--- src/hw/conan_pkg.sv ---
`default_nettype none

package conan_pkg;

	// System time in clock ticks.
	typedef logic [63:0] systime_t;

	// One word of the data-acquisition stream.
	typedef logic [31:0] daq_word_t;

	// Packet type, carried in the top byte of the first packet word.
	typedef logic [7:0] daq_type_t;

	localparam daq_type_t DAQT_SYSTIME_SET = 8'd32;
	localparam daq_type_t DAQT_SYSTIME_ROLLOVER = 8'd33;

	localparam int NLEDS = 8;

	// Heartbeat pattern, one bit per LED.
	typedef logic [NLEDS-1:0] led_t;

	// Systime notifier FSM.
	typedef enum logic [1:0] {
		SY_IDLE,
		SY_WAIT_GRANT,
		SY_SEND_UPPER,
		SY_SEND_LOWER
	} notifier_state_e;

	// DAQ arbiter ownership FSM.
	typedef enum logic [1:0] {
		AR_IDLE,
		AR_OWN_SYST,
		AR_OWN_MCU
	} arbiter_state_e;

endpackage

`default_nettype wire

--- src/hw/timebase.sv ---
`timescale 1ns/1ps
`default_nettype none

module timebase #(
	parameter int ROLL_BITS = 26,
	parameter int LED_TICK_BITS = 22
) (
	input wire clk,
	input wire arst_n,
	input wire conan_pkg::systime_t time_set,
	input wire time_set_en,
	output conan_pkg::systime_t systime,
	output logic rollover,
	output conan_pkg::led_t leds
);
	import conan_pkg::*;

	logic led_tick;

	// Free-running counter, overwritten by an external load.
	always_ff @(posedge clk or negedge arst_n) begin
		if (!arst_n) begin
			systime <= '0;
		end else if (time_set_en) begin
			systime <= time_set;
		end else begin
			systime <= systime + 1'b1;
		end
	end

	assign rollover = &systime[ROLL_BITS-1:0]; // High on the last tick before the field wraps.

	assign led_tick = systime[LED_TICK_BITS-1:0] == '0;

	always_ff @(posedge clk or negedge arst_n) begin
		if (!arst_n) begin
			leds <= led_t'(1); // LED 0 lit.
		end else if (led_tick) begin
			leds <= {leds[NLEDS-2:0], leds[NLEDS-1]};
		end
	end

endmodule

`default_nettype wire

--- src/hw/systime_notifier.sv ---
`timescale 1ns/1ps
`default_nettype none

module systime_notifier (
	input wire clk,
	input wire arst_n,
	input wire conan_pkg::systime_t systime,
	input wire rollover,
	input wire time_set_en,
	output logic syst_daq_req,
	input wire syst_daq_grant,
	output conan_pkg::daq_word_t syst_daq_data,
	output logic syst_daq_valid,
	output logic syst_daq_end
);
	import conan_pkg::*;

	notifier_state_e state;
	logic load_seen;
	logic pending;
	logic pending_load;
	logic event_hit;
	logic start;
	daq_type_t pkt_type;
	logic [55:0] latched_time;

	// A load is taken one cycle late, so the packet carries the first tick after the loaded value.
	always_ff @(posedge clk or negedge arst_n) begin
		if (!arst_n) begin
			load_seen <= 1'b0;
		end else begin
			load_seen <= time_set_en;
		end
	end

	assign event_hit = load_seen | rollover;
	assign start = (state == SY_IDLE) && pending;

	// A new event wins over the consumption of the old one.
	always_ff @(posedge clk or negedge arst_n) begin
		if (!arst_n) begin
			pending <= 1'b0;
			pending_load <= 1'b0;
		end else if (event_hit) begin
			pending <= 1'b1;
			pending_load <= load_seen | (pending_load & ~start); // A waiting load is not downgraded.
		end else if (start) begin
			pending <= 1'b0;
			pending_load <= 1'b0;
		end
	end

	always_ff @(posedge clk or negedge arst_n) begin
		if (!arst_n) begin
			state <= SY_IDLE;
		end else begin
			case (state)
				SY_IDLE: begin
					if (pending) begin
						state <= SY_WAIT_GRANT;
					end
				end
				SY_WAIT_GRANT: begin
					if (syst_daq_grant) begin
						state <= SY_SEND_UPPER;
					end
				end
				SY_SEND_UPPER: state <= SY_SEND_LOWER;
				SY_SEND_LOWER: state <= SY_IDLE;
				default: state <= SY_IDLE;
			endcase
		end
	end

	// Time and type are frozen when the request goes out.
	always_ff @(posedge clk) begin
		if (start) begin
			latched_time <= systime[55:0];
			pkt_type <= pending_load ? DAQT_SYSTIME_SET : DAQT_SYSTIME_ROLLOVER;
		end
	end

	assign syst_daq_req = state == SY_WAIT_GRANT;
	assign syst_daq_valid = (state == SY_SEND_UPPER) || (state == SY_SEND_LOWER);
	assign syst_daq_end = state == SY_SEND_LOWER;

	always_comb begin
		if (state == SY_SEND_UPPER) begin
			syst_daq_data = {pkt_type, latched_time[55:32]};
		end else begin
			syst_daq_data = latched_time[31:0];
		end
	end

endmodule

`default_nettype wire

--- src/hw/daq_arbiter.sv ---
`timescale 1ns/1ps
`default_nettype none

module daq_arbiter (
	input wire clk,
	input wire arst_n,
	input wire syst_daq_req,
	output logic syst_daq_grant,
	input wire conan_pkg::daq_word_t syst_daq_data,
	input wire syst_daq_valid,
	input wire syst_daq_end,
	input wire mcu_daq_req,
	output logic mcu_daq_grant,
	input wire conan_pkg::daq_word_t mcu_daq_data,
	input wire mcu_daq_valid,
	input wire mcu_daq_end,
	output conan_pkg::daq_word_t daq_data,
	output logic daq_valid,
	output logic daq_end
);
	import conan_pkg::*;

	arbiter_state_e state;
	daq_word_t sel_data;
	logic sel_valid;
	logic sel_end;

	// Only the owner of the stream reaches the output register.
	always_comb begin
		sel_data = syst_daq_data;
		sel_valid = 1'b0;
		sel_end = 1'b0;
		case (state)
			AR_OWN_SYST: begin
				sel_valid = syst_daq_valid;
				sel_end = syst_daq_end;
			end
			AR_OWN_MCU: begin
				sel_data = mcu_daq_data;
				sel_valid = mcu_daq_valid;
				sel_end = mcu_daq_end;
			end
			default: sel_valid = 1'b0;
		endcase
	end

	always_ff @(posedge clk or negedge arst_n) begin
		if (!arst_n) begin
			state <= AR_IDLE;
			syst_daq_grant <= 1'b0;
			mcu_daq_grant <= 1'b0;
		end else begin
			syst_daq_grant <= 1'b0;
			mcu_daq_grant <= 1'b0;
			case (state)
				AR_IDLE: begin
					if (syst_daq_req) begin // The time base has priority.
						syst_daq_grant <= 1'b1;
						state <= AR_OWN_SYST;
					end else if (mcu_daq_req) begin
						mcu_daq_grant <= 1'b1;
						state <= AR_OWN_MCU;
					end
				end
				AR_OWN_SYST, AR_OWN_MCU: begin
					if (daq_end) begin
						state <= AR_IDLE; // Released once the last word is out.
					end
				end
				default: state <= AR_IDLE;
			endcase
		end
	end

	always_ff @(posedge clk or negedge arst_n) begin
		if (!arst_n) begin
			daq_valid <= 1'b0;
			daq_end <= 1'b0;
		end else begin
			daq_valid <= sel_valid;
			daq_end <= sel_valid & sel_end;
		end
	end

	always_ff @(posedge clk) begin
		daq_data <= sel_data;
	end

endmodule

`default_nettype wire

--- src/hw/conan_core.sv ---
`timescale 1ns/1ps
`default_nettype none

module conan_core #(
	parameter int ROLL_BITS = 26,
	parameter int LED_TICK_BITS = 22
) (
	input wire clk,
	input wire arst_n,
	input wire conan_pkg::systime_t time_set,
	input wire time_set_en,
	input wire mcu_daq_req,
	output logic mcu_daq_grant,
	input wire conan_pkg::daq_word_t mcu_daq_data,
	input wire mcu_daq_valid,
	input wire mcu_daq_end,
	output conan_pkg::daq_word_t daq_data,
	output logic daq_valid,
	output logic daq_end,
	output conan_pkg::systime_t systime,
	output conan_pkg::led_t leds
);
	import conan_pkg::*;

	logic rollover;
	logic syst_daq_req;
	logic syst_daq_grant;
	daq_word_t syst_daq_data;
	logic syst_daq_valid;
	logic syst_daq_end;

	timebase #(
		.ROLL_BITS(ROLL_BITS),
		.LED_TICK_BITS(LED_TICK_BITS)
	) timebase_i (
		.clk(clk),
		.arst_n(arst_n),
		.time_set(time_set),
		.time_set_en(time_set_en),
		.systime(systime),
		.rollover(rollover),
		.leds(leds)
	);

	systime_notifier systime_notifier_i (
		.clk(clk),
		.arst_n(arst_n),
		.systime(systime),
		.rollover(rollover),
		.time_set_en(time_set_en),
		.syst_daq_req(syst_daq_req),
		.syst_daq_grant(syst_daq_grant),
		.syst_daq_data(syst_daq_data),
		.syst_daq_valid(syst_daq_valid),
		.syst_daq_end(syst_daq_end)
	);

	daq_arbiter daq_arbiter_i (
		.clk(clk),
		.arst_n(arst_n),
		.syst_daq_req(syst_daq_req),
		.syst_daq_grant(syst_daq_grant),
		.syst_daq_data(syst_daq_data),
		.syst_daq_valid(syst_daq_valid),
		.syst_daq_end(syst_daq_end),
		.mcu_daq_req(mcu_daq_req),
		.mcu_daq_grant(mcu_daq_grant),
		.mcu_daq_data(mcu_daq_data),
		.mcu_daq_valid(mcu_daq_valid),
		.mcu_daq_end(mcu_daq_end),
		.daq_data(daq_data),
		.daq_valid(daq_valid),
		.daq_end(daq_end)
	);

endmodule

`default_nettype wire

--- config.mk ---
export PLATFORM = sky130hd
export DESIGN_NAME = conan_core
export DESIGN_NICKNAME = d
export VERILOG_FILES = /design/src/hw/conan_pkg.sv /design/src/hw/timebase.sv /design/src/hw/systime_notifier.sv /design/src/hw/daq_arbiter.sv /design/src/hw/conan_core.sv
export SDC_FILE = /design/constraint.sdc
export NUM_CORES = 1
export LEC_CHECK = 0
export BUFFER_PORTS_ARGS = -buffer_cell sky130_fd_sc_hd__buf_2
export CAP_MARGIN = 20
export CORE_MARGIN = 2
export CORE_UTILIZATION = 50
export CTS_CLUSTER_SIZE = 14
export DETAILED_ROUTE_END_ITERATION = 10
export MAX_ROUTING_LAYER = met4
export PLACE_DENSITY = 0.87
export SYNTH_ARGS = -nofsm -noshare
export SYNTH_HDL_FRONTEND = slang
export SYNTH_SLANG_ARGS = --single-unit
--- constraint.sdc ---
create_clock -name clk -period 7.7 [get_ports clk]
set_input_delay 1.54 -clock clk [delete_from_list [all_inputs] [get_ports clk]]
set_output_delay 1.54 -clock clk [all_outputs]
set_load 0.03 [all_outputs]
## Word-level counts from Yosys, hierarchy flattened

Cells that the tools add are included.
Widths: inputs -> output; s select.

| storage, ports and cells | value |
|---|---|
| bits in registers | 179 |
| bits of input ports | 102 |
| output and inout port bits | 107 |
| logic and storage cells | 60 |

| cells by class | value |
|---|---|
| $add $sub $neg | 1 |
| eq/ne operators | 9 |
| muxes and demuxes | 21 |
| bitwise logic cells | 5 |
| reductions and logical operators | 10 |

Operators by type and width:

| cell | number |
|---|---|
| $add 64x1->64 const B | 1 |
| $mux 32 | 2 |
| $mux 64 | 1 |
| $reduce_and 26->1 | 1 |
| $logic_not 22->1 | 1 |
| $mux 2 | 5 |
| $mux 1 | 9 |
| $pmux 2 s4 | 1 |
| $eq 2x2->1 const B | 3 |
| $eq 2x1->1 const B | 2 |
| $logic_not 2->1 | 2 |
| $ne 2x1->1 const B | 2 |
| $pmux 1 s2 | 2 |
| $pmux 2 s2 | 1 |
| $reduce_and 2->1 | 2 |
| $ne 3x2->1 const B | 1 |
| $and 1x1->1 | 2 |
| $ne 2x2->1 const B | 1 |
| $or 1x1->1 | 2 |
| $reduce_bool 2->1 | 1 |
| $reduce_or 2->1 | 1 |
| $logic_and 1x1->1 | 1 |
| $logic_or 1x1->1 | 1 |
| $not 1->1 | 1 |

## Logic depth before layout (Yosys ltp)

| depth | value |
|---|---|
| depth in word-level cells | 6 |
| mapped depth | 8 |
| gate-level depth less buffers | 6 |

## Modules after synthesis

Synthesis repeated with hierarchy kept, for this count alone.

| second synthesis, totals | value |
|---|---|
| cells, all modules | 662 |
| area, all modules | 8070.2 µm² |

By module, submodules not included:

| module | instances | cells an instance | area an instance (µm²) | sequential area each (µm²) |
|---|---|---|---|---|
| timebase | 1 | 453 | 4156.5 | 1803.0 |
| systime_notifier | 1 | 116 | 2451.1 | 1836.8 |
| daq_arbiter | 1 | 93 | 1462.7 | 790.8 |

## Least setup slack after synthesis

Ideal clock, no wire load.

| path | value |
|---|---|
| kind | input to register |
| start point | input time_set_en |
| end point | register timebase_i.systime[56] |
| library setup time | 0.138 ns |
| arrival time | 2.830 ns |
| data required time | 7.562 ns |
| setup slack | 4.731 ns |
| cell stages on the path | 6 |
| path buffers | 3 |
| path through | clkbuf_1 > inv_1 > buf_6 > dlygate4sd3_1 > nor2_1 > a31oi_1 |

| on the way | value |
|---|---|
| word-level cells in the longest chain between the ends | 1 |

RTL lines:

| item | RTL line | RTL |
|---|---|---|
| start, declared | conan_core.sv:11 | `input wire time_set_en,` |
| $mux 64 | timebase.sv:24 | `end else if (time_set_en) begin` |
| end signal, assigned | timebase.sv:25 | `systime <= time_set;` |
| end signal, assigned | timebase.sv:27 | `systime <= systime + 1'b1;` |
| end, declared | timebase.sv:12 | `output conan_pkg::systime_t systime,` |

No other way between the ends.
A chain may end at the register's enable or synchronous reset.

## Worst setup path after layout

| path | value |
|---|---|
| start point | input time_set_en |
| end point | register timebase_i.systime[63] |

The elaborated chain is that of the path after synthesis.

==> results.md <==
- Die Height: around 130 um
- # Max-Cap Violations: 0
- EDFF count, synth: between 50 and 60
- Detailed placement HPWL: ~15,000 um
- Nature of the critical path endpoint: register
- CTS clk-pin slew, worst paths: 0.06 ns
- Setup CP Type: in -> reg
- Core Rows: 45
- R2r setup slk: between 4 and 5 ns
- Synth top area cells: dfrtp_1, edfxtp_1, dfxtp_1
- CTS Hold Bufs: 0
- Warnings from Yosys: 0
- Drt drc: 0
- Pre-CTS setup slack: around 4 ns
- Largest area contributor in the netlist: dfrtp_1
- Sequential share of power: about 44%
- Clk network pwr share: a little over a quarter
- Cell area after synthesis: a little under 0.008 sq mm
- IO Count: roughly 210
- Mapped Nets: 813
- #FFs+latches synth: 172
- Clock latency on the worst-skew pair: ~0.43 ns
- WL final: about 20,000 um
- Final period util: 40.3%
- Fin. max-slew vios: 0
- CTS tree: done
- CP arrival: 3.41 ns
- Cell Int Power: roughly 2000 uW
- Run status: completed
- Cts bufs inserted: 17
- Number of routed nets with antenna violations: 0
- Worst Path Required: 8.01 ns
- Die X: roughly 130 um
- Nets@finish: just over 1,000
- Worst Tran Pin Value: between 1 and 1.5 ns
- GR Overflow Total: 0
- Tmin final: a little over 3 ns
- Mapped Cells: approximately 700
- Combinational share of power: between 20% and 30%
- Worst setup SP type: input port
- Postcts setup bufs: 0
- Fin. Hold Viols: 0
- GRT Total Usage: between 20% and 30%
- Vias in the first global route: ~5,900
- Peak VDD IR: approximately 0.00021 V
- TNS Setup: 0 ns
- Placer Congestion: between 0.9 and 1
- Vias per cell: 5.79
- CTS H-Tree Depth: 4
- Post-Syn Area per Cell: around 11 sq um
- Detailed-route via count: around 6,400
- Dominant synthesized flop cell: dfrtp_1
- PnR worst setup slack: roughly 4.6 ns
- Power Density: 322 mW/mm^2
- Async set-reset flop share out of synthesis: about half
- Clock sinks: 172
- Synth cell types: 54
- Net Switching: roughly 1100 uW
- Routed wire per std cell: between 15 and 20 um
- Root buffer cell: clkbuf_16
- Port bufs: 208
- P_leak: 0.00400 uW
- Max frequency: approximately 0.32 GHz
- Yosys top cell area share: a little over a quarter
- Longest Clk Path Bufs: 2
- Register area share after synthesis: 57.6%
- Rel. slew slack: approximately 30%
- Skew final: between 0.008 and 0.009 ns
- Crit-path max FO: 93
- Area delta synth->final: 22.7%
- Antenna violations before repair: 5
- Final setup fails: 0
- Share of cells above drive strength 1: 30.6%
- Post-CTS sizing: 0
- Tightest Hold Check Type: reg -> reg
- Largest net degree at the start of global routing: 94
- TritonRoute pass-1 iters: 5
- First-pass GRT wire length: 31,200 um
- Core area: around 0.015 sq mm
- Initial DRC Count: approximately 700
- RSZ-0062 raised after global routing: false
- Initial Utilization: approximately half
- Sw Share: about 36%
- Die footprint: around 0.016 sq mm
Yosys cell counts (20+ instances only):
master	instances
edfxtp_1	57
xor2_1	20
xnor2_1	22
dfxtp_1	32
mux2i_1	26
nand4_1	38
nand2_1	96
dfrtp_1	82
o21ai_0	76
nand3_1	20
inv_1	20
nor2_1	36
registers in the layout, indices dropped and copies added (netlist names):
register                         cells
daq_arbiter_i.daq_valid              1
timebase_i.leds                      8
systime_notifier_i.state             2
daq_arbiter_i.state                  2
systime_notifier_i.latched_time     56
timebase_i.systime                  64
daq_arbiter_i.daq_data              32
systime_notifier_i.pkt_type          1
systime_notifier_i.pending_load      1
daq_arbiter_i.syst_daq_grant         1
systime_notifier_i.load_seen         1
daq_arbiter_i.mcu_daq_grant          1
daq_arbiter_i.daq_end                1
systime_notifier_i.pending           1
worst max-delay path, stage by stage:
cell and delay, ns:
buf_2 0.08, buf_4 0.62, inv_1 0.40, buf_16 0.28, nand2_1 0.09, a31oi_1 0.05, a221oi_1 0.24, nand2_1 0.08
cells in the final DEF (no fill, tap or decap), types with 17 or more instances in the layout:
| cell | Yosys | final |
|---|---|---|
| xor2_1 | 20 | 20 |
| mux2i_1 | 26 | 26 |
| nand4_1 | 38 | 38 |
| nor2_1 | 36 | 36 |
| buf_2 | 1 | 207 |
| clkbuf_16 | 0 | 17 |
| dfrtp_1 | 82 | 82 |
| xnor2_1 | 22 | 22 |
| nand2_1 | 96 | 96 |
| inv_1 | 20 | 20 |
| nand3_1 | 20 | 20 |
| dfxtp_1 | 32 | 32 |
| o21ai_0 | 76 | 76 |
| edfxtp_1 | 57 | 57 |
metal layers:
layer	up-vias	routed length (um)	GRT usage (%)
li1	2969	-	-
met1	3035	8380	33.4
met2	363	9380	38.6
met3	59	1740	5.76
met4	0	846	12.9
met5	-	0	-
per-stage QoR:
stage	utilization [%]	power, uW	instance area, sq um	hold slack, ns	std cells
2_1_floorplan	-	1950	7690	0.432	701
3_3_place_gp	58.4	2220	8850	0.438	1071
3_5_place_dp	58.4	2250	8850	0.440	1071
4_1_cts	62.1	3050	9400	0.452	1103
5_1_grt	62.3	3190	9440	0.473	1109
6_report	62.3	3040	9440	0.454	1109
power groups by stage:
stage | registers [uW] | clock network (uW) | logic (uW)
6_report | 1340 | 808 | 892
5_1_grt | 1370 | 851 | 976
4_1_cts | 1340 | 812 | 894
3_5_place_dp | 1360 | 0 | 891
3_3_place_gp | 1350 | 0 | 875
2_1_floorplan | 1580 | 0 | 375
final cells by class:
| cell class | count | area (sq um) |
|---|---|---|
| fill | 1184 | 5700 |
| sequential | 172 | 4430 |
| multi-input combinational | 480 | 3040 |
| timing repair buffer | 212 | 1090 |
| clock buffer | 21 | 460 |
| tap | 188 | 235 |
| clock inverter | 11 | 93.8 |
| inverter | 20 | 75.1 |
| antenna | 5 | 12.5 |
kinds of logic after synthesis:
logic type / count (synthesis) / synth area share (%)
simple gates: 265 / 18.1
flops: 172 / 57.6
compound gates: 121 / 9.19
buf+inv: 49 / 2.96
xor+xnor: 42 / 4.78
mux: 42 / 5.72
fa+ha+maj: 10 / 1.63
path summary, 6_finish.rpt:
| path | from | endpoint | depth (start not counted) |
|---|---|---|---|
| min in group asynchronous | arst_n | timebase_i.leds[6] | 1 |
| max reg2reg | timebase_i.systime[0] | timebase_i.systime[60] | 6 |
| min | systime_notifier_i.latched_time[26] | daq_arbiter_i.daq_data[26] | 1 |
| max | time_set_en | timebase_i.systime[63] | 8 |
| min reg2reg | systime_notifier_i.latched_time[26] | daq_arbiter_i.daq_data[26] | 1 |
| max in group asynchronous | arst_n | timebase_i.systime[17] | 2 |
No activity file was read; power rests on OpenSTA's default activity.
